### src/common/tdc_pkg.sv
// Measurement constants and output word layout for the TDC channel.
// Imported by every RTL module of the channel; widths here set the datapath.

package tdc_pkg;

    // sampling
    localparam int SAMPLE_W = 16;   // samples per CLK40 word with bit 0 newest
    localparam int ONES_W   = 5;    // popcount of one sample word up to 16

    // measured value
    localparam int TDC_W    = 12;   // width of the time-over-threshold value
    localparam int ACC_W    = TDC_W + 1;  // top bit flags overflow

    // output word fields from msb down are identifier, event number and value
    localparam int ID_W     = 4;
    localparam int EVENT_W  = 16;
    localparam int WORD_W   = ID_W + EVENT_W + TDC_W;   // 32 bit word

    // saturating lost-word counter
    localparam int LOST_W   = 8;

endpackage

### src/common/bus_pkg.sv
// Register map of the byte-wide bus of the TDC channel.
// Addresses and config bit positions shared by the top level and the register bank.

package bus_pkg;

    localparam int BUS_ADDR_W = 16;
    localparam int BUS_DATA_W = 8;

    // register addresses
    localparam logic [BUS_ADDR_W-1:0] ADDR_CTRL   = 16'd0;  // write is soft reset, read gives scratch 0
    localparam logic [BUS_ADDR_W-1:0] ADDR_CONF   = 16'd1;  // configuration
    localparam logic [BUS_ADDR_W-1:0] ADDR_LOST   = 16'd2;  // lost-word counter
    localparam logic [BUS_ADDR_W-1:0] ADDR_EVT_LO = 16'd3;  // live low byte of the event counter
    localparam logic [BUS_ADDR_W-1:0] ADDR_EVT_HI = 16'd4;  // snapshot of the event counter high byte

    // bits of the configuration register
    localparam int CONF_EN_BIT  = 0;    // measurement enable
    localparam int CONF_ARM_BIT = 1;    // wait for an arm edge before measuring

endpackage

### src/tdc/tdc_reg_bank.sv
// Bus register bank of the TDC channel.
// Decodes bus writes and reads, holds scratch and configuration registers,
// makes the channel clear and keeps the high-byte snapshot of the event counter.

`timescale 1ns/1ps

module tdc_reg_bank (
    input  logic                            CLK40,
    input  logic                            RST,
    input  logic [bus_pkg::BUS_ADDR_W-1:0]  bus_add,
    input  logic [bus_pkg::BUS_DATA_W-1:0]  bus_data_in,
    input  logic                            bus_wr,
    input  logic                            bus_rd,
    output logic [bus_pkg::BUS_DATA_W-1:0]  bus_data_out,   // valid the cycle after bus_rd
    output logic                            clear,
    output logic                            conf_en,
    output logic                            conf_arm,
    input  logic [tdc_pkg::EVENT_W-1:0]     event_cnt,
    input  logic [tdc_pkg::LOST_W-1:0]      lost_cnt
);
    import tdc_pkg::*;
    import bus_pkg::*;

    logic [BUS_DATA_W-1:0] scratch_q;   // scratch register 0
    logic [BUS_DATA_W-1:0] conf_q;
    logic [BUS_DATA_W-1:0] evt_hi_q;    // high byte captured on low-byte read
    logic                  soft_rst_q;
    logic                  ctrl_wr;

    assign ctrl_wr = bus_wr && (bus_add == ADDR_CTRL);

    // soft reset lasts one cycle after the write to the control address
    always_ff @(posedge CLK40) begin
        if (RST) begin
            soft_rst_q <= 1'b0;
        end else begin
            soft_rst_q <= ctrl_wr;
        end
    end

    assign clear = RST | soft_rst_q;

    // scratch keeps the last control write, so writing 0 also clears it
    always_ff @(posedge CLK40) begin
        if (RST) begin
            scratch_q <= '0;
        end else if (ctrl_wr) begin
            scratch_q <= bus_data_in;
        end
    end

    always_ff @(posedge CLK40) begin
        if (clear) begin
            conf_q <= '0;
        end else if (bus_wr && (bus_add == ADDR_CONF)) begin
            conf_q <= bus_data_in;
        end
    end

    assign conf_en  = conf_q[CONF_EN_BIT];
    assign conf_arm = conf_q[CONF_ARM_BIT];

    // registered read path
    always_ff @(posedge CLK40) begin
        if (RST) begin
            bus_data_out <= '0;
            evt_hi_q     <= '0;
        end else if (bus_rd) begin
            case (bus_add)
                ADDR_CTRL: bus_data_out <= scratch_q;
                ADDR_CONF: bus_data_out <= conf_q;
                ADDR_LOST: bus_data_out <= lost_cnt;
                ADDR_EVT_LO: begin
                    bus_data_out <= event_cnt[BUS_DATA_W-1:0];
                    evt_hi_q     <= event_cnt[EVENT_W-1 -: BUS_DATA_W];  // freeze upper half
                end
                ADDR_EVT_HI: bus_data_out <= evt_hi_q;
                default: bus_data_out <= '0;    // unmapped reads as 0
            endcase
        end
    end

endmodule

### config.mk
export PLATFORM = sky130hd
export DESIGN_NAME = tdc_reg_bank
export DESIGN_NICKNAME = d
export VERILOG_FILES = /design/src/common/tdc_pkg.sv /design/src/common/bus_pkg.sv /design/src/tdc/tdc_reg_bank.sv
export SDC_FILE = /design/constraint.sdc
export NUM_CORES = 1
export LEC_CHECK = 0
export BUFFER_PORTS_ARGS = -buffer_cell sky130_fd_sc_hd__buf_2
export CAP_MARGIN = 20
export CORE_MARGIN = 2
export CORE_UTILIZATION = 50
export DETAILED_ROUTE_END_ITERATION = 8
export GPL_ROUTABILITY_DRIVEN = 0
export MAX_ROUTING_LAYER = met4
export PLACE_DENSITY = 0.8
export SLEW_MARGIN = 20
export SYNTH_ARGS = -nofsm -noshare
export SYNTH_HDL_FRONTEND = slang
export SYNTH_SLANG_ARGS = --single-unit
### constraint.sdc
create_clock -name CLK40 -period 2.5 [get_ports CLK40]
set_input_delay 0.125 -clock CLK40 [delete_from_list [all_inputs] [get_ports CLK40]]
set_output_delay 0.125 -clock CLK40 [all_outputs]
set_load 0.02 [all_outputs]
* Yosys cells after proc, flatten, opt, wreduce, memory -nomap -nowiden
Cells that the tools add are included.
W data, S select, Z words.
** Storage, ports and cells
- Register bits :: 33
- Input bits :: 52
- Output and inout port bits :: 11
- Word-level logic and storage cells :: 15
** Cells by class
- Equality and inequality tests :: 4
- Muxes and demuxes :: 1
- Bitwise gates (word level) :: 1
- Reduce and logical (&&, ||, !) cells :: 4
** Operators by type and width (number)
- $pmux W8 S5 :: 1
- $eq A16 B2 Y1 const B :: 2
- $eq A16 B1 Y1 const B :: 1
- $eq A16 B3 Y1 const B :: 1
- $logic_not A16 Y1 :: 1
- $logic_and A1 B1 Y1 :: 2
- $reduce_and A2 Y1 :: 1
- $or A1 B1 Y1 :: 1

* Logic depth before layout (Yosys ltp)
- Word-level depth :: 2
- Depth in mapped cells :: 7
- Mapped depth without buffers :: 4

* Worst setup path before layout
Ideal clock, no wire load.
- Path kind :: input -> register
- Start :: in bus_add[5] (netlist name)
- End :: reg scratch_q[3]
- Setup time :: 0.132 ns
- Data arrival time :: 1.725 ns
- Data required time :: 2.368 ns
- Path slack :: 0.642 ns
- Stages on the path :: 7
- Buffers on the path :: 3
- Cells stage by stage :: or4_4 buf_6 or4_4 buf_6 buf_12 o21ai_2 a21oi_1
** On the way
- Longest elaborated chain between the ends :: 2
** RTL lines
- from (decl) :: line tdc_reg_bank.sv:10 : input logic [bus_pkg::BUS_ADDR_W-1:0] bus_add,
- $logic_not A16 Y1 :: line tdc_reg_bank.sv:30 : assign ctrl_wr = bus_wr && (bus_add == ADDR_CTRL);
- $logic_and A1 B1 Y1 :: line tdc_reg_bank.sv:30
- to (signal assigned) :: line tdc_reg_bank.sv:48 : scratch_q <= bus_data_in;
- to (decl) :: line tdc_reg_bank.sv:24 : logic [BUS_DATA_W-1:0] scratch_q;
No other way between the ends.
A chain may end at the register's enable or synchronous reset.

* Worst setup path in the final report
- Start :: in bus_add[9] (netlist name)
- End :: reg scratch_q[2]
The elaborated chain is that of the path after synthesis.

==> impl_metrics.csv <==
group,metric,value,unit
outcome,status,"finished clean",
global_routing,grt_pass1_vias,1573,
clock_tree,clock_latency,0.33,ns
clock_tree,cts_resized,0,
synthesis,yosys.area.top_type,"dfxtp_1",
synthesis,synth_cell_types,35,
setup_path,startpoint,"bus_add[9]",
synthesis,synthTopCellsByArea,"dfxtp_1 (36%), a21oi_1 (6.6%), nand3_1 (5.5%)",
sta,setup_ws,0.773,ns
detailed_routing,dr_wl_met2,2.07,mm
detailed_routing,drc,0,
die,core,3420,µm²
global_routing,grt_usage,21.6,%
setup_path,critical_path_class,"in2reg",
power,total_power,976,µW
synthesis,ys_seq_area_share,36.5,%
die,num_rows,21,
detailed_routing,dr_wl_met3,285,µm
die,start_util,53.0,%
clock_tree,cts.clk_slew.worst_paths,0.10,ns
sta,timing.fmax,0.579,GHz
sta,slew_violations,0,
sta,relSlewSlack,64.8,%
sta,setup_violations,0,
synthesis,ys_warn_count,0,
detailed_routing,firstDrtPassIters,4,
global_routing,overflow,0,
setup_path,critPathMaxFanout,16,
clock_tree,htree_levels,2,
synthesis,synth_top_area_share,36.5,%
clock_tree,clockRootBuffer,"clkbuf_4",
finish,post-route-util,61.5,%
clock_tree,cts_setup_buffers,0,
place,portBuffers,62,
detailed_routing,top_layer_used,"met4",
synthesis,syn_area_per_cell,9.44,µm²
detailed_routing,m1WireLength,1.71,mm
sta,period_share,69.1,%
synthesis,synth_fp_nets,244,
detailed_routing,antenna_left,0,
global_routing,antenna_found_initial,0,
setup_path,rr_worst_depth,3,
clock_tree,hold_buffers,0,
setup_path,r2r_slack,1.04,ns
setup_path,cp-endpoint,"scratch_q[2]",
finish,drive_above_1_share,39.8,%
sta,period_needed,1.73,ns
sta,rsz0062_at_grt,"false",
clock_tree,cts_tree,"done",
power,irDropWorstVdd,0.225,mV
hold_path,hold_class,"in2reg",
global_routing,grt_max_degree,27,
die,die_y,64.2,µm
detailed_routing,vias,1696,
detailed_routing,initialDrtViolationCount,67,
sta,finalClockSkew,0.00649,ns
die,die_x,64.2,µm
setup_path,critPathRequiredTime,2.71,ns
synthesis,synth_cells,192,
clock_tree,cts.sink_count,33,
job,cap_viol_max_count,0,
power,p_leak,0.822,nW
clock_tree,clockBufferDepth,2,
finish,fin_nets,296,
synthesis,ys_seq_elements,33,
setup_path,arrival,1.93,ns
place,placed_cells,283,
finish,diodes,0,
detailed_routing,wl,4.12,mm
die,io_pins,63,
detailed_routing,via_per_inst,5.85,
place,dp_hpwl,3.05,mm
finish,final_cells,290,
setup_path,start_kind,"input pin",
sta,tightest_slew,0.527,ns
place,dp_slack,0.434,ns
clock_tree,cts_buffers,5,
setup_path,timing.rr.end,"bus_data_out[3]",
synthesis,netlist_area,1810,µm²
global_routing,grt_pass1_wl,6.71,mm
sta,fin_tns_setup,0,ns
finish,areaGrowthSynthToFinish,16.0,%
die,dieArea,4120,µm²
power,power_density,464,nW/µm²
setup_path,end_kind,"flop",
sta,hold_violations,0,
finish,fillers,318,
detailed_routing,wl_per_cell,14.2,µm
setup_path,worstReg2RegStart,"scratch_q[3]",
final cells by class:
type	count	area (µm²)	share of cell area, %
multi-input cells	137	981	46.7
well taps	46	57.6	2.74
repair buffers	65	333	15.8
flip-flops and latches	33	661	31.4
inverters	2	15.0	0.714
clock buffers	7	55.1	2.62
metrics by stage:
stage                     hold WS, ns  area [µm²]
after detailed placement        0.408        2050
after floorplan                 0.277        1810
after global routing           0.0394        2100
after global placement          0.404        2050
final                          0.0529        2100
after CTS                      0.0442        2100
power breakdown:
| part | switching [mW] | leakage (nW) | internal, mW |
|---|---|---|---|
| clock network | 0.171 | 0.0314 | 0.133 |
| registers | 0.00287 | 0.267 | 0.531 |
| logic | 0.0779 | 0.523 | 0.0600 |
metal layers:
layer,global-route usage [%],vias to the layer above
li1,-,834
met3,6.34,6
met1,24.3,789
met4,9.57,0
met2,35.5,67
met5,-,-
cell families after synthesis:
logic type	share of synthesized area, %
compound gates	21.7
simple gates	22.7
flops	36.5
buf+inv	9.39
mux	9.81
synth_stat cells:
| library cell | instances |
|---|---|
| buf_6 | 3 |
| mux2_1 | 6 |
| mux2_2 | 4 |
| buf_8 | 1 |
| a211oi_1 | 6 |
| or4_4 | 3 |
| dfxtp_1 | 33 |
| buf_12 | 1 |
| nor4_4 | 4 |
| buf_4 | 4 |
| nand3_1 | 20 |
| clkbuf_1 | 7 |
| clkbuf_8 | 1 |
| or4b_1 | 2 |
| o21ai_1 | 14 |
| inv_8 | 1 |
| buf_1 | 1 |
| mux2i_1 | 2 |
| clkinv_1 | 1 |
| buf_2 | 1 |
| nand4_1 | 8 |
| a221oi_1 | 8 |
| or3_1 | 1 |
| or4_1 | 2 |
| a21oi_1 | 24 |
| nor2b_1 | 1 |
| nor2_1 | 11 |
| nand2_1 | 3 |
| clkbuf_4 | 1 |
| nor3_1 | 2 |
| or2_2 | 2 |
| nand4bb_1 | 1 |
| mux4_2 | 2 |
| nor3b_1 | 1 |
| o21ai_2 | 10 |
critical path, cell delays in order:
cell,delay [ns]
buf_2,0.09
or4_1,0.72
or4_4,0.71
o21ai_1,0.20
a21oi_1,0.08
registers in the layout, summed over array words and instances, names as in the netlist:
name and flops:
bus_data_out 8, conf_q 8, evt_hi_q 8, scratch_q 8
soft_rst_q 1
layout by cell type (no fill, tap or decap), drive strengths merged:
cell     synthesis  final
nor2b            1      1
dfxtp           33     33
buf             11     65
or4              5      5
clkinv           1      1
nor2            11     11
a221oi           8      8
nor3b            1      1
clkbuf           9      7
or3              1      1
nand4            8      8
nand4bb          1      1
nor3             2      2
inv              1      1
nor4             4      4
a211oi           6      6
o21ai           24     24
or4b             2      2
mux2            10     10
mux2i            2      2
mux4             2      2
nand2            3      3
or2              2      2
nand3           20     20
a21oi           24     24
worst min path at each step:
| stage | start | slack (ns) | endpoint | cells past startpoint |
|---|---|---|---|---|
| 3_5_place_dp | bus_data_in[4] | 0.41 | conf_q[4] | 3 |
| 4_1_cts | bus_data_in[3] | 0.04 | conf_q[3] | 3 |
| 6_report | bus_data_in[3] | 0.05 | conf_q[3] | 3 |
| 3_3_place_gp | bus_data_in[6] | 0.40 | conf_q[6] | 3 |
| 5_1_grt | bus_data_in[5] | 0.04 | scratch_q[5] | 3 |
| 2_1_floorplan | event_cnt[15] | 0.28 | evt_hi_q[7] | 2 |
Power figures use the tool's default switching activity.
