`src/common/tdc_pkg.sv`:
```
// Measurement constants and output word layout for the TDC channel.
// Imported by every RTL module of the channel; widths here set the datapath.

package tdc_pkg;

    // sampling
    localparam int SAMPLE_W = 16;   // samples per CLK40 word with bit 0 newest
    localparam int ONES_W   = 5;    // popcount of one sample word up to 16

    // measured value
    localparam int TDC_W    = 12;   // width of the time-over-threshold value
    localparam int ACC_W    = TDC_W + 1;  // top bit flags overflow

    // output word fields from msb down are identifier, event number and value
    localparam int ID_W     = 4;
    localparam int EVENT_W  = 16;
    localparam int WORD_W   = ID_W + EVENT_W + TDC_W;   // 32 bit word

    // saturating lost-word counter
    localparam int LOST_W   = 8;

endpackage

```
`src/tdc/tdc_measure.sv`:
```
// Pulse-width measurement of the TDC channel.
// Counts high samples of a pulse over successive 16-sample words and builds
// the output word {identifier, event number, value}, written to the FIFO on finish.

`timescale 1ns/1ps

module tdc_measure #(
    parameter logic [tdc_pkg::ID_W-1:0] data_identifier = 4'b0100
) (
    input  logic                            CLK40,
    input  logic                            clear,
    input  logic [tdc_pkg::SAMPLE_W-1:0]    sample_in,
    input  logic                            arm_tdc,
    input  logic                            conf_en,
    input  logic                            conf_arm,
    input  logic                            fifo_full,
    output logic                            hit,
    output logic                            fifo_wr,
    output logic [tdc_pkg::WORD_W-1:0]      fifo_wdata,
    output logic [tdc_pkg::EVENT_W-1:0]     event_cnt,
    output logic [tdc_pkg::LOST_W-1:0]      lost_cnt
);
    import tdc_pkg::*;

    typedef enum logic [1:0] {
        IDLE  = 2'd0,
        ARMED = 2'd1,
        COUNT = 2'd2
    } state_t;

    state_t              state_q;
    state_t              state_d;
    logic [SAMPLE_W-1:0] data_q;        // sample word under decode
    logic [ONES_W-1:0]   ones;
    logic                zero_seen;
    logic                short_pulse;
    logic                start_word;
    logic                arm_meta;
    logic                arm_sync;
    logic                arm_prev;
    logic                arm_edge;
    logic                finish;
    logic                start;
    logic [ACC_W-1:0]    acc_q;
    logic [ACC_W-1:0]    sum;
    logic                acc_ovf;
    logic [TDC_W-1:0]    tdc_val;

    always_ff @(posedge CLK40) begin
        data_q <= sample_in;
    end

    assign hit = |data_q;

    always_comb begin
        ones = '0;
        for (int i = 0; i < SAMPLE_W; i++) begin
            ones = ones + ONES_W'(data_q[i]);
        end
    end

    assign zero_seen   = ~&data_q;
    assign short_pulse = (ones != '0) && !data_q[0];    // pulse ended inside this word
    assign start_word  = (ones != '0) && data_q[0];     // pulse still high at newest sample

    // two-flop synchronizer and rising-edge detect for the arm input
    always_ff @(posedge CLK40) begin
        if (clear) begin
            arm_meta <= 1'b0;
            arm_sync <= 1'b0;
            arm_prev <= 1'b0;
        end else begin
            arm_meta <= arm_tdc;
            arm_sync <= arm_meta;
            arm_prev <= arm_sync;
        end
    end

    assign arm_edge = arm_sync && !arm_prev;

    always_comb begin
        state_d = state_q;
        case (state_q)
            IDLE: begin
                if (conf_en && !conf_arm && start_word) begin
                    state_d = COUNT;
                end else if (conf_en && conf_arm && arm_edge) begin
                    state_d = ARMED;
                end
            end
            ARMED: begin
                if (start_word) begin
                    state_d = COUNT;
                end else if (!conf_en) begin
                    state_d = IDLE;
                end
            end
            COUNT: begin
                if (zero_seen || !conf_en) begin
                    state_d = IDLE;
                end
            end
            default: state_d = IDLE;
        endcase
    end

    always_ff @(posedge CLK40) begin
        if (clear) begin
            state_q <= IDLE;
        end else begin
            state_q <= state_d;
        end
    end

    assign finish = ((state_q == COUNT) && (state_d == IDLE))
                  || ((state_q != COUNT) && conf_en && short_pulse);
    assign start  = (state_q != COUNT) && (state_d == COUNT);

    // zero in the accumulator marks an overflowed pulse until the next start
    assign sum     = acc_q + ACC_W'(ones);
    assign acc_ovf = (acc_q == '0) || sum[ACC_W-1];

    always_ff @(posedge CLK40) begin
        if (start) begin
            acc_q <= ACC_W'(ones);
        end else if (state_q == COUNT) begin
            acc_q <= acc_ovf ? '0 : sum;
        end
    end

    always_comb begin
        if (state_q != COUNT) begin
            tdc_val = TDC_W'(ones);     // short pulse
        end else if (acc_ovf) begin
            tdc_val = '0;               // overflow bin
        end else begin
            tdc_val = sum[TDC_W-1:0];
        end
    end

    assign fifo_wr    = finish && !fifo_full;
    assign fifo_wdata = {data_identifier, event_cnt, tdc_val};

    always_ff @(posedge CLK40) begin
        if (clear) begin
            event_cnt <= '0;
            lost_cnt  <= '0;
        end else if (finish) begin
            event_cnt <= event_cnt + 1'b1;  // counts dropped words too
            if (fifo_full && (lost_cnt != '1)) begin
                lost_cnt <= lost_cnt + 1'b1;
            end
        end
    end

endmodule

```
`config.mk`:
```
export PLATFORM = sky130hd
export DESIGN_NAME = tdc_measure
export DESIGN_NICKNAME = d
export VERILOG_FILES = /design/src/common/tdc_pkg.sv /design/src/tdc/tdc_measure.sv
export SDC_FILE = /design/constraint.sdc
export NUM_CORES = 1
export LEC_CHECK = 0
export BUFFER_PORTS_ARGS = -buffer_cell sky130_fd_sc_hd__buf_2
export CORE_MARGIN = 2
export CORE_UTILIZATION = 40
export CTS_CLUSTER_SIZE = 12
export DETAILED_ROUTE_END_ITERATION = 10
export PLACE_DENSITY = 0.64
export SYNTH_ARGS = -nofsm -noshare
export SYNTH_HDL_FRONTEND = slang
export SYNTH_SLANG_ARGS = --single-unit
```
`constraint.sdc`:
```
create_clock -name CLK40 -period 11.85 [get_ports CLK40]
set_input_delay 0.5925 -clock CLK40 [delete_from_list [all_inputs] [get_ports CLK40]]
set_output_delay 0.5925 -clock CLK40 [all_outputs]
set_load 0.02 [all_outputs]
```
# Word level (Yosys, flattened, before mapping)
# Cells that the tools add are included.
classes:
  reduce_logical: 30
  n_eq_ne: 5
  muxes: 11
  n_addsub: 18
ops:
  columns: ["cell", "count"]
  rows:
  - ["adder 5 x 1 -> 5 bit", 11]
  - ["two-way mux 12 bit", 2]
  - ["adder 16 x 1 -> 16 bit, second input constant", 1]
  - ["AND reduction 16 bit", 1]
  - ["OR reduction 16 bit", 1]
  - ["adder 13 x 5 -> 13 bit", 1]
  - ["logical AND 1 bit", 13]
  - ["zero test 13 bit", 1]
  - ["two-way mux 13 bit", 1]
  - ["two-way mux 2 bit", 5]
  - ["two-way mux 5 bit", 2]
  - ["adder 8 x 1 -> 8 bit, second input constant", 1]
  - ["inequality test 8 bit, second input constant", 1]
  - ["zero test 1 bit", 6]
  - ["case mux 2 bit (3 select lines)", 1]
  - ["adder 4 x 1 -> 5 bit", 1]
  - ["nonzero test 5 bit", 1]
  - ["adder 3 x 1 -> 4 bit", 1]
  - ["equality test 2 bit, second input constant", 2]
  - ["zero test 2 bit", 2]
  - ["adder 2 x 1 -> 3 bit", 1]
  - ["logical OR 1 bit", 3]
  - ["adder 1 x 1 -> 2 bit", 1]
  - ["equality test 2 x 1 -> 1 bit, second input constant", 1]
  - ["3 further kinds", 3]
word_totals:
  inputBits: 22
  register_bits: 58
  out_inout_bits: 58
  wordCells: 73

# Depth between registers and ports, before layout
depth:
  word_depth: 24
  mapped_depth: 22
  ltp_nobuf: 21

# Worst setup path before layout
# Ideal clock, no wire load.
synth_timing:
  path_type: "flip-flop to output port"
  from: "reg data_q[5]"
  to: "out fifo_wdata[10] (netlist bit)"
  required_ns: 11.257
  stages_incl_launch_ff: 20
  setup_slack_ns: 6.246
  path_buffers: 1
  t_arrival_ns: 5.011
  path_cell_list: "dfxtp_1 > inv_1 > fa_1 > inv_1 > fa_1 > fa_1 > inv_1 > fa_1 > inv_1 > ha_1 > inv_1 > fa_1 > inv_1 > fa_1 > a211oi_1 > o21bai_1 > a2111o_1 > and2_4 > buf_6 > nor2_1"
synth_between:
  elab_chain_cells: 15
synth_lines:
  columns: ["element", "line_no", "rtl"]
  rows:
  - ["start, declared", "tdc_measure.sv:33", "logic [SAMPLE_W-1:0] data_q;"]
  - ["start signal, assigned", "tdc_measure.sv:50", "data_q <= sample_in;"]
  - ["adder 5 x 1 -> 5 bit (*) (11 in series)", "tdc_measure.sv:58", "ones = ones + ONES_W'(data_q[i]);"]
  - ["adder 13 x 5 -> 13 bit (*)", "tdc_measure.sv:120", "assign sum = acc_q + ACC_W'(ones);"]
  - ["logical OR 1 bit", "tdc_measure.sv:121", "assign acc_ovf = (acc_q == '0) || sum[ACC_W-1];"]
  - ["two-way mux 12 bit (*)", "tdc_measure.sv:134", "end else if (acc_ovf) begin"]
  - ["two-way mux 12 bit (*)", "tdc_measure.sv:132", "if (state_q != COUNT) begin"]
  - ["end, declared", "tdc_measure.sv:19", "output logic [tdc_pkg::WORD_W-1:0] fifo_wdata,"]
# Mark *: on every way between the ends. The rest lies on a longest branch, timed or not.

# Final worst setup path
layout_timing:
  from: "reg data_q[5]"
  to: "out fifo_wdata[0] (netlist bit)"
layout_between:
  elab_chain_cells: 15
layout_lines:
  columns: ["element", "line_no"]
  rows:
  - ["adder 5 x 1 -> 5 bit (*) (11 in series)", "tdc_measure.sv:58"]
  - ["adder 13 x 5 -> 13 bit", "tdc_measure.sv:120"]
  - ["logical OR 1 bit", "tdc_measure.sv:121"]
  - ["two-way mux 12 bit", "tdc_measure.sv:134"]
  - ["two-way mux 12 bit (*)", "tdc_measure.sv:132"]
# Marks and branches as above.

==> impl_metrics.ini <==
[routing]
vias_per_cell = 5.162
antenna_left = 0
vias = 2839
wl_per_cell_um = 12.92
drtPass1Iterations = 4
routed_wl_um = 7104
drc = 0
drtIter0Drc = 116

[hold_path]
hold_class = primary input to register

[die]
die_w_um = 96.22
start_util_pct = 41.40
dieArea_sq_mm = 0.009258
ios = 80
die_h_um = 96.22
rows = 33
core_sq_mm = 0.008217

[finish]
area_growth_pct = 13.35
design_area_sq_mm = 0.003856
num_antenna_cells = 0
drive_above_1_share_pct = 23.82
layout.nets = 488
nFillCells = 808
multi_input_area_sq_mm = 0.001849
seq_area_sq_mm = 0.001211

[sta]
slew_headroom_pct = 48.09
fin_crit_sh_pct = 53.94
max_freq_ghz = 0.1565
hold_viol_final = 0
layout_setup_ws_ns = 5.458
setup_tns_ns = 0
rsz0062_at_grt = false
slew_viol_final = 0
period_needed_ns = 6.392
fin_skew_ns = 0.01034
finalSetupViolCount = 0
worstMarginPinSlew_ns = 0.7786

[synth]
syn_inst = 385
synth_area_per_cell_sq_um = 8.836
yosys-top-cells-count = dfxtp_1, nor2_1, inv_1
synth_edf_count = 5
yosys.area.top_type = dfxtp_1
yosysMostFrequentCell = dfxtp_1
seq_area_frac_synth_pct = 35.60
synth_area_sq_mm = 0.003402
ys_seq_elements = 58
synthTopCellsByArea = dfxtp_1, fa_1, ha_1
synthDistinctLibCells = 51
async_flop_share_pct = 0
synthFlopType = dfxtp_1
synth_top_area_share_pct = 31.19
synth_warnings = 0

[power]
power_density_mw_per_mm2 = 226.6
power.leakage_nw = 1.744
p_total_mw = 0.8737
vdd.ir_drop.worst_mv = 0.1150

[clock_tree]
cts_resized = 0
cts_tree = yes
cts.sinks = 58
clk_latency_ns = 0.33
holdBufCountCts = 0
cts_root_buf = clkbuf_8
cts_setup_buffers = 0
cts_buffers = 9
clk_pin_slew_ns = 0.07
clock_path_buffers = 2
cts.htree.levels = 3

[run]
maxCapViolCount = 0

[critical_path]
worstPathRequired_ns = 11.26
critPathKind = register to output pin
worstPathArrival_ns = 5.80
crit_fanout = 8
endpoint_kind = output pin
cp-start-kind = register

[place]
place_area_sq_mm = 0.003687
portBuffers = 75
preCtsSetupSlack_ns = 5.826
finalWeightedCongestion = 0.9065
hpwl_um = 5295

[grt]
grt.total_usage_pct = 15.98
grt_pass1_wl_um = 11400
antenna_found_initial = 0
grt_max_degree = 32
grt_overflow_total = 0
grt_pass1_vias = 2527

[outcome]
outcome = complete, no violations
## where the power goes
group | leakage [nW] | switching [mW] | internal, mW | total [mW]
clock network | 0.0879 | 0.0779 | 0.0795 | 0.157
registers | 0.482 | 0.0276 | 0.235 | 0.262
logic | 1.17 | 0.267 | 0.187 | 0.454
## state kept, by name, summed over array words and instances (netlist names)
name,flops
acc_q,13
arm_meta,1
arm_prev,1
arm_sync,1
data_q,16
event_cnt,16
lost_cnt,8
state_q,2
## worst paths after layout
check        slack (ns)          from            end  depth (start not counted)
max reg2reg        6.28     data_q[5]       acc_q[0]                         19
min                0.36  sample_in[7]      data_q[7]                          1
min reg2reg        0.44      arm_meta       arm_sync                          1
max                5.46     data_q[5]  fifo_wdata[0]                         20
## per-layer routing
metal,vias up,global-route usage [%],wire length [um]
li1,1425,-,-
met1,1317,21.01,3322
met2,88,25.81,3295
met3,9,2.819,389
met4,0,6.667,95
met5,-,0,0
## layout by cell type, fill, tap and decap left out, types with 2 or more instances in the layout
master | synthesis | final
buf_2 | 0 | 75
dfxtp_1 | 53 | 53
nor2_1 | 38 | 38
inv_1 | 32 | 32
nand2_1 | 28 | 28
a21oi_1 | 21 | 21
nand4_1 | 19 | 19
xor2_1 | 18 | 18
ha_1 | 14 | 14
nand3_1 | 11 | 11
fa_1 | 11 | 11
clkbuf_8 | 0 | 10
a31oi_1 | 9 | 9
o21ai_0 | 8 | 8
nor2b_1 | 7 | 7
xnor2_1 | 7 | 7
nor4_1 | 7 | 7
and3_1 | 5 | 5
mux2_2 | 5 | 5
edfxtp_1 | 5 | 5
a21o_1 | 4 | 4
o31ai_1 | 4 | 4
nor3_1 | 4 | 4
or3_1 | 4 | 4
conb_1 | 2 | 4
mux2i_1 | 3 | 3
nand2b_1 | 3 | 3
nor4b_1 | 3 | 3
nand4b_1 | 3 | 3
clkinv_2 | 0 | 3
and3_2 | 2 | 2
a211oi_1 | 2 | 2
o21bai_1 | 2 | 2
and4_4 | 2 | 2
or4_1 | 2 | 2
## critical path, cell delays in order, from the launching register on
cell      delay (ns)
dfxtp_1         0.36
inv_1           0.08
fa_1            0.53
inv_1           0.05
fa_1            0.46
fa_1            0.52
inv_1           0.05
fa_1            0.42
inv_1           0.06
ha_1            0.17
inv_1           0.07
fa_1            0.51
inv_1           0.11
fa_1            0.46
a211oi_1        0.26
o21bai_1        0.22
nand2_1         0.12
mux2i_1         0.47
nor2b_1         0.13
mux2_2          0.28
buf_2           0.16
## logic make-up (layout without fill, tap and decap cells)
group,after synthesis,count (layout),synth area share [%]
xor+xnor,25,25,6.436
mux,8,8,2.538
simple gates,144,144,22.10
other cells,2,4,0.2208
compound gates,59,59,11.22
flops,58,58,35.60
fa+ha+maj,25,25,11.62
buf+inv,64,122,10.26
## through the flow
step,util [%],cells,hold WS [ns]
global route,46.93,550,0.3419
detailed placement,44.88,535,0.4243
global placement,44.88,535,0.4206
finish,46.93,550,0.3611
CTS,46.93,550,0.3445
floorplan,-,387,0.4138
## layout make-up
cell class	instances	area share, %
multi-input combinational	265	47.96
sequential	58	31.41
timing repair buffer	75	9.734
clock buffer	10	3.569
tap	105	3.407
inverter	32	3.115
clock inverter	5	0.8112
Power figures use the tool's default switching activity.
